[src/verilog/x68k_glue_pkg.sv]
package x68k_glue_pkg;

	// Menu status word as delivered by the host framework
	typedef logic [63:0] status_t;

	// One flag per image slot, 0..1 floppies, 2 hard disk, 3 SRAM image
	typedef logic [3:0] drive_flags_t;

	typedef enum logic [1:0] {
		INFO_OFF       = 2'd0,
		INFO_ON_CHANGE = 2'd1,
		INFO_LCD_ON    = 2'd2,
		INFO_LCD_AUTO  = 2'd3
	} info_mode_e;

	typedef enum logic [7:0] {
		MODE_MUNT  = 8'hA1,
		MODE_FLUID = 8'hA2
	} mt32_mode_e;

	typedef struct packed {
		logic       reset_req;
		logic       turbo;
		logic       nmi;
		logic       power;
		logic [1:0] fd_sync;
		logic [1:0] fd_eject;
		logic       sram_load;
		logic       sram_store;
		logic       video_orig;
		info_mode_e info_mode;
	} core_cfg_t;

	typedef struct packed {
		logic       sys_ce;
		logic       mpu_cep;
		logic       mpu_cen;
		logic       snd_ce;
		logic [1:0] opm_ce;
	} clk_en_t;

	////////////////////////////////////////////////////////////
	// Status word bit positions
	localparam int ST_RESET     = 0;
	localparam int ST_NMI       = 7;
	localparam int ST_POWER     = 8;
	localparam int ST_FDSYNC    = 9;
	localparam int ST_FDEJECT   = 11;
	localparam int ST_SRAMLD    = 13;
	localparam int ST_SRAMST    = 14;
	localparam int ST_MT32_INFO = 41;
	localparam int ST_TURBO     = 32;
	localparam int ST_VIDHZ     = 33;

	// Clock enable dividers, in clk_sys cycles
	localparam int SYS_DIV      = 4;
	localparam int SND_DIV_FAST = 5;
	localparam int SND_DIV_SLOW = 10;
	localparam int OPM_DIV      = 20;

	localparam int HDD_SLOT = 2;

endpackage

[src/verilog/activity_led.sv]
`timescale 1ns/10ps

module activity_led #(
	parameter int LED_HOLD = 4500000
) (
	input  logic clk_sys,
	input  logic reset_delayed,
	input  logic in,
	output logic out
);

	localparam int CW = $clog2(LED_HOLD + 1);

	logic [CW-1:0] counter;

	// Each access pulse restarts the visible on time
	always_ff @(posedge clk_sys) begin
		if (reset_delayed) begin
			counter <= '0;
			out     <= 1'b0;
		end else begin
			out <= (counter != '0);
			if (in) begin
				counter <= CW'(LED_HOLD);
			end else if (counter != '0) begin
				counter <= counter - 1'b1;
			end
		end
	end

endmodule

[src/verilog/clock_enables.sv]
`timescale 1ns/10ps

module clock_enables
	import x68k_glue_pkg::*;
(
	input  logic      clk_sys,
	input  logic      reset_delayed,
	input  logic      snd_clockmode,
	input  core_cfg_t cfg,
	output clk_en_t   clk_en
);

	localparam int SYS_W  = $clog2(SYS_DIV);
	localparam int FAST_W = $clog2(SND_DIV_FAST);
	localparam int SLOW_W = $clog2(SND_DIV_SLOW);
	localparam int OPM_W  = $clog2(OPM_DIV);

	localparam logic [SYS_W-1:0]  SYS_LAST  = SYS_W'(SYS_DIV - 1);
	localparam logic [FAST_W-1:0] FAST_LAST = FAST_W'(SND_DIV_FAST - 1);
	localparam logic [SLOW_W-1:0] SLOW_LAST = SLOW_W'(SND_DIV_SLOW - 1);
	localparam logic [OPM_W-1:0]  OPM_LAST  = OPM_W'(OPM_DIV - 1);

	logic [SYS_W-1:0]  div_sys;
	logic [FAST_W-1:0] div_snd;
	logic [SLOW_W-1:0] div_snd2;
	logic [OPM_W-1:0]  div_opm;
	logic              turbo;

	always_ff @(posedge clk_sys) begin
		if (reset_delayed) begin
			div_sys  <= '0;
			div_snd  <= '0;
			div_snd2 <= '0;
			div_opm  <= '0;
			turbo    <= 1'b0;
			clk_en   <= '0;
		end else begin
			div_sys <= div_sys + 1'b1;

			// Fast sound divider stays aligned to the slow one
			if (div_snd == FAST_LAST || div_snd2 == SLOW_LAST) begin
				div_snd <= '0;
			end else begin
				div_snd <= div_snd + 1'b1;
			end
			div_snd2 <= (div_snd2 == SLOW_LAST) ? '0 : div_snd2 + 1'b1;
			div_opm  <= (div_opm == OPM_LAST) ? '0 : div_opm + 1'b1;

			// Speed change only takes effect on a CPU period boundary
			if (div_sys == SYS_LAST) begin
				turbo <= cfg.turbo;
			end

			clk_en.sys_ce    <= (div_sys == SYS_LAST);
			clk_en.opm_ce[0] <= (div_snd2 == SLOW_LAST);
			clk_en.opm_ce[1] <= (div_opm == OPM_LAST);
			clk_en.snd_ce    <= snd_clockmode ? (div_snd2 == SLOW_LAST) : (div_snd == FAST_LAST);

			// Normal mode spaces the two CPU phases half a period apart
			clk_en.mpu_cep <= turbo ? div_sys[0] : (div_sys[1] & div_sys[0]);
			clk_en.mpu_cen <= turbo ? ~div_sys[0] : (~div_sys[1] & div_sys[0]);
		end
	end

endmodule

[src/verilog/core_config.sv]
`timescale 1ns/10ps

module core_config
	import x68k_glue_pkg::*;
(
	input  logic      clk_sys,
	input  logic      reset_delayed,
	input  status_t   status,
	output core_cfg_t cfg,
	output logic      init_done
);

	logic reset_req_q;

	////////////////////////////////////////////////////////////
	// Menu fields, one cycle behind the status word
	always_ff @(posedge clk_sys) begin
		if (reset_delayed) begin
			cfg <= '0;
		end else begin
			cfg.reset_req  <= status[ST_RESET];
			cfg.turbo      <= status[ST_TURBO];
			cfg.nmi        <= status[ST_NMI];
			cfg.power      <= status[ST_POWER];
			cfg.fd_sync    <= status[ST_FDSYNC +: 2];
			cfg.fd_eject   <= status[ST_FDEJECT +: 2];
			cfg.sram_load  <= status[ST_SRAMLD];
			cfg.sram_store <= status[ST_SRAMST];
			cfg.video_orig <= status[ST_VIDHZ];
			// Two option bits select how the synth info is shown
			cfg.info_mode  <= info_mode_e'(status[ST_MT32_INFO +: 2]);
		end
	end

	////////////////////////////////////////////////////////////
	// The core may leave reset only after the menu reset
	// has been released once
	always_ff @(posedge clk_sys) begin
		if (reset_delayed) begin
			reset_req_q <= 1'b0;
			init_done   <= 1'b0;
		end else begin
			reset_req_q <= cfg.reset_req;
			if (reset_req_q && !cfg.reset_req) begin
				init_done <= 1'b1;
			end
		end
	end

endmodule

[src/verilog/mt32_info_select.sv]
`timescale 1ns/10ps

module mt32_info_select
	import x68k_glue_pkg::*;
(
	input  logic       clk_sys,
	input  logic       reset_delayed,
	input  core_cfg_t  cfg,
	input  logic       mt32_newmode,
	input  mt32_mode_e mt32_mode,
	input  logic [7:0] mt32_rom,
	input  logic [7:0] mt32_sf,
	output logic       mt32_info_req,
	output logic [3:0] mt32_info_disp
);

	logic newmode_q;

	always_ff @(posedge clk_sys) begin
		if (reset_delayed) begin
			newmode_q     <= 1'b0;
			mt32_info_req <= 1'b0;
		end else begin
			newmode_q     <= mt32_newmode;
			// Synth flips newmode on every mode change
			mt32_info_req <= (newmode_q ^ mt32_newmode) && (cfg.info_mode == INFO_ON_CHANGE);
		end
	end

	// Message codes, 1..8 soundfonts, 9..11 Munt ROMs, 12 unknown
	always_ff @(posedge clk_sys) begin
		if (reset_delayed) begin
			mt32_info_disp <= '0;
		end else if (mt32_mode == MODE_FLUID) begin
			mt32_info_disp <= 4'd1 + {1'b0, mt32_sf[2:0]};
		end else if (mt32_mode == MODE_MUNT && mt32_rom < 8'd3) begin
			mt32_info_disp <= 4'd9 + mt32_rom[3:0];
		end else begin
			mt32_info_disp <= 4'd12;
		end
	end

endmodule

[src/verilog/reset_sequencer.sv]
`timescale 1ns/10ps

module reset_sequencer
	import x68k_glue_pkg::*;
#(
	parameter int MOUNT_HOLD     = 16777215,
	parameter int MOUNTED_TAIL   = 65536,
	parameter int EJECT_HOLD     = 65535,
	parameter int HDD_RESET_HOLD = 65535
) (
	input  logic         clk_sys,
	input  logic         reset_delayed,
	input  core_cfg_t    cfg,
	input  logic         init_done,
	input  logic         user_button,
	input  drive_flags_t img_mounted,
	input  logic         rom_loaded,
	output drive_flags_t img_mounted_d,
	output logic [1:0]   fdd_eject_d,
	output logic         core_rstn
);

	localparam int MW = $clog2(MOUNT_HOLD + 1);
	localparam int EW = $clog2(EJECT_HOLD + 1);
	localparam int HW = $clog2(HDD_RESET_HOLD + 1);

	logic [MW-1:0] mount_count [4];
	logic [EW-1:0] eject_count [2];
	logic [HW-1:0] hdd_count;
	logic          hdd_mounted_q;
	logic          sys_reset;

	////////////////////////////////////////////////////////////
	// Hold counters for every image slot
	always_ff @(posedge clk_sys) begin
		if (reset_delayed) begin
			for (int i = 0; i < 4; i++) begin
				mount_count[i] <= '0;
			end
			for (int i = 0; i < 2; i++) begin
				eject_count[i] <= '0;
			end
		end else begin
			for (int i = 0; i < 4; i++) begin
				if (img_mounted[i]) begin
					mount_count[i] <= MW'(MOUNT_HOLD);
				end else if (mount_count[i] != '0) begin
					mount_count[i] <= mount_count[i] - 1'b1;
				end
			end
			// A menu eject keeps reloading while the bit is held
			for (int i = 0; i < 2; i++) begin
				if (cfg.fd_eject[i]) begin
					eject_count[i] <= EW'(EJECT_HOLD);
				end else if (eject_count[i] != '0) begin
					eject_count[i] <= eject_count[i] - 1'b1;
				end
			end
		end
	end

	// Floppy shows as ejected first, then as mounted for the tail
	always_comb begin
		for (int i = 0; i < 2; i++) begin
			fdd_eject_d[i]   = (eject_count[i] != '0) || (mount_count[i] >= MW'(MOUNTED_TAIL));
			img_mounted_d[i] = (mount_count[i] != '0) && !fdd_eject_d[i];
		end
		img_mounted_d[2] = (mount_count[2] != '0);
		img_mounted_d[3] = (mount_count[3] != '0);
	end

	////////////////////////////////////////////////////////////
	// Core reset, stretched after a hard disk mount
	always_ff @(posedge clk_sys) begin
		if (reset_delayed) begin
			hdd_mounted_q <= 1'b0;
			hdd_count     <= '0;
			sys_reset     <= 1'b1;
		end else begin
			hdd_mounted_q <= img_mounted[HDD_SLOT];
			if (img_mounted[HDD_SLOT] && !hdd_mounted_q) begin
				hdd_count <= HW'(HDD_RESET_HOLD);
			end else if (hdd_count != '0) begin
				hdd_count <= hdd_count - 1'b1;
			end
			sys_reset <= user_button | cfg.reset_req | ~init_done | (hdd_count != '0);
		end
	end

	// Nothing runs before the first ROM download has started
	assign core_rstn = rom_loaded & ~sys_reset;

endmodule

[src/verilog/rom_loader_bridge.sv]
`timescale 1ns/10ps

module rom_loader_bridge (
	input  logic clk_sys,
	input  logic reset_delayed,
	input  logic ioctl_download,
	input  logic ioctl_wr,
	input  logic ldr_ack,
	output logic ldr_wr,
	output logic ldr_aen,
	output logic rom_loaded
);

	logic ldr_done;
	logic download_q;
	logic ack_q;
	logic ack_qq;

	always_ff @(posedge clk_sys) begin
		if (reset_delayed) begin
			download_q <= 1'b0;
			ack_q      <= 1'b0;
			ack_qq     <= 1'b0;
			ldr_wr     <= 1'b0;
			ldr_done   <= 1'b0;
			rom_loaded <= 1'b0;
		end else begin
			download_q <= ioctl_download;
			// Ack comes from the core side, sampled before edge detection
			ack_q      <= ldr_ack;
			ack_qq     <= ack_q;

			if (ack_q && !ack_qq && ldr_wr) begin
				ldr_wr <= 1'b0;
			end
			// New write wins over a same-cycle ack
			if (ioctl_wr && !ldr_done) begin
				ldr_wr <= 1'b1;
			end

			if (download_q && !ioctl_download) begin
				ldr_done <= 1'b1;
			end
			if (!download_q && ioctl_download) begin
				rom_loaded <= 1'b1;
			end
		end
	end

	assign ldr_aen = ioctl_download & ~ldr_done;

endmodule

[src/verilog/x68k_glue_top.sv]
`timescale 1ns/10ps

module x68k_glue_top
	import x68k_glue_pkg::*;
#(
	parameter int MOUNT_HOLD     = 16777215,
	parameter int MOUNTED_TAIL   = 65536,
	parameter int EJECT_HOLD     = 65535,
	parameter int HDD_RESET_HOLD = 65535,
	parameter int LED_HOLD       = 4500000
) (
	input  logic         clk_sys,
	input  logic         reset_delayed,
	input  logic         user_button,
	input  logic         ioctl_download,
	input  logic         ioctl_wr,
	input  logic         ldr_ack,
	input  logic         snd_clockmode,
	input  logic         mt32_newmode,
	input  status_t      status,
	input  drive_flags_t img_mounted,
	input  drive_flags_t sd_ack,
	input  mt32_mode_e   mt32_mode,
	input  logic [7:0]   mt32_rom,
	input  logic [7:0]   mt32_sf,
	output clk_en_t      clk_en,
	output core_cfg_t    cfg,
	output drive_flags_t img_mounted_d,
	output logic [1:0]   fdd_eject_d,
	output logic         core_rstn,
	output logic         ldr_wr,
	output logic         ldr_aen,
	output logic         hdd_active,
	output logic         mt32_info_req,
	output logic [3:0]   mt32_info_disp
);

	logic init_done;
	logic rom_loaded;

	////////////////////////////////////////////////////////////
	// Configuration and clocking
	core_config u_core_config (
		.clk_sys      (clk_sys),
		.reset_delayed(reset_delayed),
		.status       (status),
		.cfg          (cfg),
		.init_done    (init_done)
	);

	clock_enables u_clock_enables (
		.clk_sys      (clk_sys),
		.reset_delayed(reset_delayed),
		.snd_clockmode(snd_clockmode),
		.cfg          (cfg),
		.clk_en       (clk_en)
	);

	////////////////////////////////////////////////////////////
	// Loader, reset and disk status
	rom_loader_bridge u_rom_loader_bridge (
		.clk_sys       (clk_sys),
		.reset_delayed (reset_delayed),
		.ioctl_download(ioctl_download),
		.ioctl_wr      (ioctl_wr),
		.ldr_ack       (ldr_ack),
		.ldr_wr        (ldr_wr),
		.ldr_aen       (ldr_aen),
		.rom_loaded    (rom_loaded)
	);

	reset_sequencer #(
		.MOUNT_HOLD    (MOUNT_HOLD),
		.MOUNTED_TAIL  (MOUNTED_TAIL),
		.EJECT_HOLD    (EJECT_HOLD),
		.HDD_RESET_HOLD(HDD_RESET_HOLD)
	) u_reset_sequencer (
		.clk_sys      (clk_sys),
		.reset_delayed(reset_delayed),
		.cfg          (cfg),
		.init_done    (init_done),
		.user_button  (user_button),
		.img_mounted  (img_mounted),
		.rom_loaded   (rom_loaded),
		.img_mounted_d(img_mounted_d),
		.fdd_eject_d  (fdd_eject_d),
		.core_rstn    (core_rstn)
	);

	// Hard disk activity only
	activity_led #(
		.LED_HOLD(LED_HOLD)
	) hdd_led (
		.clk_sys      (clk_sys),
		.reset_delayed(reset_delayed),
		.in           (sd_ack[HDD_SLOT]),
		.out          (hdd_active)
	);

	mt32_info_select u_mt32_info_select (
		.clk_sys       (clk_sys),
		.reset_delayed (reset_delayed),
		.cfg           (cfg),
		.mt32_newmode  (mt32_newmode),
		.mt32_mode     (mt32_mode),
		.mt32_rom      (mt32_rom),
		.mt32_sf       (mt32_sf),
		.mt32_info_req (mt32_info_req),
		.mt32_info_disp(mt32_info_disp)
	);

endmodule
[config.mk]
export PLATFORM = sky130hd
export DESIGN_NAME = x68k_glue_top
export DESIGN_NICKNAME = d
export VERILOG_FILES = /design/src/verilog/x68k_glue_pkg.sv /design/src/verilog/activity_led.sv /design/src/verilog/clock_enables.sv /design/src/verilog/core_config.sv /design/src/verilog/mt32_info_select.sv /design/src/verilog/reset_sequencer.sv /design/src/verilog/rom_loader_bridge.sv /design/src/verilog/x68k_glue_top.sv
export SDC_FILE = /design/constraint.sdc
export NUM_CORES = 1
export LEC_CHECK = 0
export ABC_CLOCK_PERIOD_IN_PS = 2900
export BUFFER_PORTS_ARGS = -buffer_cell sky130_fd_sc_hd__buf_2
export CORE_MARGIN = 8
export CORE_UTILIZATION = 30
export DETAILED_ROUTE_END_ITERATION = 8
export PLACE_DENSITY_LB_ADDON = 0.08
export SLEW_MARGIN = 20
export SYNTH_ARGS = -nofsm -noshare
export SYNTH_HDL_FRONTEND = slang
export SYNTH_HIERARCHICAL = 1
export SYNTH_SLANG_ARGS = --single-unit
export TNS_END_PERCENT = 10
[constraint.sdc]
create_clock -name clk_sys -period 2.9 [get_ports clk_sys]
set_input_delay 0.29 -clock clk_sys [delete_from_list [all_inputs] [get_ports clk_sys]]
set_output_delay 0.29 -clock clk_sys [all_outputs]
set_load 0.005 [all_outputs]
* After elaboration in Yosys (flattened, before gate mapping)
Memory sizes are Yosys's and may differ from the RTL's. Index checks and enable logic that the tools add are counted.
Storage, ports and cells: flip-flop bits (word level) 90, memory bits (writable) 128, input port bits 104, output and inout port bits 34, word-level logic and storage cells 192, memories kept 2
Operators by class: $add $sub $neg 14, order comparisons 3, equal/unequal tests 7, mux-type cells 67, bitwise operators 25, reduce and logical (&&, ||, !) cells 37
Memory list:
- u_reset_sequencer.mount_count | words 4, bits a word 24, rd ports 4, clocked after memory_dff 0, wr ports 4, line reset_sequencer.sv:27 | logic [MW-1:0] mount_count [4];
- u_reset_sequencer.eject_count | words 2, bits a word 16, rd ports 2, clocked after memory_dff 0, wr ports 2, line reset_sequencer.sv:28 | logic [EW-1:0] eject_count [2];
Operators by type and width (count):
- 24-bit two-way mux | 8
- 16-bit two-way mux | 6
- 24-bit nonzero test | 4
- 24-bit by 1-bit subtractor with 24-bit output (second input constant) | 4
- 1-bit two-way mux | 49
- 24-bit by 17-bit >= comparator with 1-bit output (second input constant) | 2
- 16-bit nonzero test | 3
- 16-bit by 1-bit subtractor with 16-bit output (second input constant) | 3
- 23-bit two-way mux | 2
- 23-bit nonzero test | 1
- 23-bit by 1-bit subtractor with 23-bit output (second input constant) | 1
- 8-bit == test (second input constant) | 2
- 1-bit OR | 15
- 1-bit logical AND | 11
- 1-bit zero test | 8
- 8-bit by 2-bit < comparator with 1-bit output (second input constant) | 1
- 4-bit two-way mux | 2
- 2-bit OR reduction | 4
- 2-bit nonzero test | 3
- 5-bit by 1-bit adder with 5-bit output (second input constant) | 1
- 5-bit == test (second input constant) | 1
- 1-bit inverter | 5
- 1-bit by 3-bit adder with 4-bit output (first input constant) | 1
- 4-bit by 1-bit adder with 4-bit output (second input constant) | 1
- 10 further kinds | 15

* Depth between registers and ports, before layout
word-level depth 6, mapped depth 9, mapped depth without buffers 7

* By module
The synthesis kept the hierarchy.
Modules (own cells, without submodules):
- reset_sequencer | times used 1, cells an instance 760, area each 7920.1 um^2, seq. area each 4204.0 um^2
- activity_led | times used 1, cells an instance 158, area each 1330.0 um^2, seq. area each 480.5 um^2
- clock_enables | times used 1, cells an instance 79, area each 823.3 um^2, seq. area each 420.4 um^2
- core_config | times used 1, cells an instance 33, area each 452.9 um^2, seq. area each 300.3 um^2
- mt32_info_select | times used 1, cells an instance 28, area each 304.0 um^2, seq. area each 120.1 um^2
- rom_loader_bridge | times used 1, cells an instance 20, area each 207.7 um^2, seq. area each 120.1 um^2

* Least setup slack after synthesis
Ideal clock, no wire load.
path type reg2reg, start point memory u_reset_sequencer/mount_count[2][11] in the netlist's numbering, end point memory u_reset_sequencer/mount_count[2][0] in the netlist's numbering, enable pin, setup time 425 ps, arrival time 2858 ps, required time 2475 ps, path slack -383 ps, cell stages (with the launch flop) 8, buffers on the path 2, period minus slack after synthesis 3283 ps, path through edfxtp_1 -> or4_4 -> or4_4 -> buf_6 -> or4b_4 -> o21ai_4 -> buf_6 -> nand2_1
RTL lines (line):
- start: declaration | reset_sequencer.sv:27

==> results by group <==
Critical path
  • Slowest-stage cell, CP: or4_4
  • Startpoint types: flip-flop
  • CP Cell Sequence: or4_4 > or4_4 > or2_4 > and3_4 > buf_6
  • WP data arrival: 2.61 ns
  • Critical path peak fanout: 5
  • CP endpoint kind: primary output
  • Crit-path most repeated cell: or4_4
  • Crit path required time: 2.61 ns
  • Max incr delay on CP: 0.57 ns
  • Flop-to-flop setup slack: 0.16 ns
  • Family with the most delay on the worst path: simple AND/OR/NAND/NOR gates
  • Crit Path Class: reg2out
  • Bufs and invs on worst path: 1

Logic synthesis
  • Compound-Gate Fraction of Synth Area: 10.5%
  • Mux contribution to synthesized area: 1.19%
  • Post-Synth XOR/XNOR Area: 9.92%
  • Cells after Synth: 1078
  • Dominant cells by area after synthesis: edfxtp_1, dfxtp_1, xnor2_1
  • Mapped Nets: 1206
  • Area of the mapped netlist: 11000 µm²
  • Predominant post-synthesis flop cell: edfxtp_1
  • Synth Register Bits: 218
  • Ys async rst share: 0%
  • Mean post-synth cell area: 10.2 µm²
  • Largest area contributor in the netlist: edfxtp_1
  • YS warnings: 6
  • Adder-Cell Fraction of Synth Area: 2.72%
  • Share of the synthesized area in the top cell type: 34.8%
  • Seq/Total Area, Yosys: 51.1%
  • Main combinational cell family by area after synthesis: simple AND/OR/NAND/NOR gates
  • Synth Area in Simple Gates: 21.4%
  • Synth unique cells: 71
  • Number of enable flip-flop cells after synthesis: 128

Cells and area
  • # nets final: 1344
  • Most frequent cells in the layout: edfxtp_1, a21oi_1, dfxtp_1
  • Fill cell count: 3702
  • Fraction of layout cells with a size suffix above 1: 18.1%
  • Layout area overhead: 21.9%
  • Diodes inserted: 0
  • Commonest non-fill, non-tap cell in the layout: edfxtp_1
  • Design area: 13500 µm²

Clocking
  • Clock root cell: clkbuf_16
  • Inserted Clock Buffers: 29
  • Max Root-Sink Buffers: 3
  • Clock Sinks: 218
  • TritonCTS clock tree: built
  • Clock-pin slew on the worst setup and hold paths: 0.06 ns
  • Clk_lat worst skew: 0.54 ns
  • CTS H-tree lvls: 1

Drt
  • Wire length per cell: 14.5 µm
  • Drt total wl: 24700 µm
  • Total number of vias: 8267
  • TritonRoute pass-1 iters: 5
  • Average vias per placed instance: 4.85
  • DR DRC count: 0
  • Initial drt markers: 255
  • Antenna Violating Nets Remaining: 0

Pwr
  • Power Density: 608 nW/µm²
  • Switch Pwr: 2.03 mW
  • Peak VDD IR: 0.408 mV
  • P_int: 6.15 mW
  • Switching share of power: 24.8%
  • Sequential power share: 45.9%
  • Clock Power Share: 42.6%
  • Leakage power: 4.86 nW
  • Comb pwr share: 11.5%

STA
  • Part of the cycle the worst path needs: 99.9%
  • Clock skew: 0.00969 ns
  • Slew headroom: 33.3%
  • WHS: 0.0575 ns
  • FMAX: 0.345 GHz
  • Tightest Pin Transition: 0.997 ns
  • Setup ws final: 0.00227 ns
  • Max-slew violations: 0
  • TNS Setup: 0 ns
  • RSZ-0062 raised after global routing: true
  • Crit path time final: 2.90 ns
  • Final Hold Fails: 0
  • Final setup viols: 0

Global route
  • Initial antenna violation count: 0
  • Total track usage: 11.3%
  • First-pass GRT wire length: 42300 µm
  • Largest net degree at the start of global routing: 31
  • Overflow left after global routing: 0
  • Vias in the first global route: 8523

Place
  • # port buffers: 78
  • Gpl congestion: 0.707
  • Post-DP Area: 12200 µm²
  • DP HPWL: 16000 µm
  • Pre-CTS WS: 0.0255 ns

Die
  • Ports: 138
  • Rows: 70
  • Die Wd: 208 µm
  • Die Span Y: 208 µm
  • Core ar.: 36400 µm²
  • Initial core utilization: 30.3%
  • Die footprint: 43200 µm²

Flow run
  • Max_cap viols: 0

Min path
  • Worst Hold Class: in2reg

Run status
  • Status: finished clean
-- what timing repair did --
| action | CTS | global route |
|---|---|---|
| resized for setup | 9 | 3 |
| hold buffers | 21 | 0 |
| setup buffers | 5 | 4 |
| endpoints found under the setup margin | 4 | 3 |
| hold endpoints to repair | 20 | 0 |
| pin swaps | 3 | 6 |
-- path summary, 6_finish.rpt --
path | startpoint | to | depth (start not counted)
min | mt32_rom[0] | u_mt32_info_select/mt32_info_disp[0]$_SDFF_PP0_ | 3
min reg2reg | u_core_config/cfg[1]$_SDFF_PP0_ | u_mt32_info_select/mt32_info_req$_SDFF_PP0_ | 1
max | u_reset_sequencer/mount_count[1][9]$_SDFFCE_PN0P_ | img_mounted_d[1] | 5
max reg2reg | u_reset_sequencer/mount_count[2][11]$_SDFFCE_PN0P_ | u_reset_sequencer/mount_count[2][21]$_SDFFCE_PN0P_ | 6
-- routing by layer --
metal | routed length [µm] | vias to the layer above | part of all wire (%) | global-route usage (%)
met1 | 12600 | 3920 | 51 | 15.3
met2 | 10800 | 80 | 44 | 18.4
met5 | 0 | - | 0 | 0
met4 | 486 | 0 | 2.0 | 2.69
li1 | - | 4233 | - | -
met3 | 790 | 34 | 3.2 | 2.31
-- synthesized netlist by cell type (3+ instances only) --
cell type  count
xnor2_1       89
inv_1         36
nand3_1       27
or2_2          5
or3_1         33
nor2b_2        9
o41ai_1        3
and2b_2        8
a21oi_1      123
nand4_1       12
nand2b_1      11
nand4b_1       5
buf_2          7
buf_1          4
nor2b_1       11
edfxtp_1     128
and4_1         3
buf_6          4
clkbuf_1      28
or4b_1         3
o31ai_1        7
or4_1         24
a21oi_2        3
nor2_1        79
a31oi_1       12
nand2_1       51
ha_1          24
mux2i_1       12
o21ai_0       43
or4_4          3
dfxtp_1       90
xor2_1        36
nor3b_1        7
nor3_1        54
nor4_1        40
-- cell families after synthesis --
group | count (synthesis)
flops | 218
buf+inv | 81
mux | 13
xor+xnor | 125
compound gates | 208
fa+ha+maj | 24
simple gates | 409
-- power groups by stage --
stage | logic, mW | clock network (mW) | registers, mW
floorplan | 0.671 | 0 | 3.77
global placement | 0.905 | 0 | 3.82
detailed placement | 0.909 | 0 | 3.82
CTS | 0.950 | 3.65 | 3.76
global route | 1.07 | 3.75 | 3.79
finish | 0.942 | 3.48 | 3.75
-- tightest hold or removal path, cell delays in order --
cell,delay (ns)
buf_2,0.09
or3b_1,0.12
a21oi_2,0.05
-- metrics by stage --
stage          util (%)  instances  power [mW]
3_3_place_gp       33.4       1623        4.72
6_report           36.9       1706        8.18
2_1_floorplan         -       1078        4.44
5_1_grt            36.9       1706        8.62
3_5_place_dp       33.4       1623        4.73
4_1_cts            36.8       1702        8.36
-- registers in the layout, indices dropped and copies added, names as in the netlist, 2 cells and up --
register,count
hdd_led/counter,23
u_clock_enables/clk_en,6
u_clock_enables/div_opm,5
u_clock_enables/div_snd,3
u_clock_enables/div_snd2,4
u_clock_enables/div_sys,2
u_core_config/cfg,13
u_mt32_info_select/mt32_info_disp,4
u_reset_sequencer/eject_count,32
u_reset_sequencer/hdd_count,16
u_reset_sequencer/mount_count,96
-- area by class of cell --
type                    count  area (µm²)  area share [%]
flip-flops and latches    218        5650            41.9
multi-input cells         779        5120            38.0
repair buffers            151        1030            7.66
clock buffers              49         892            6.63
well taps                 468         586            4.35
inverters                  37         139            1.03
clock inverters             4        47.5           0.353
(Power assumes the default switching activity.)
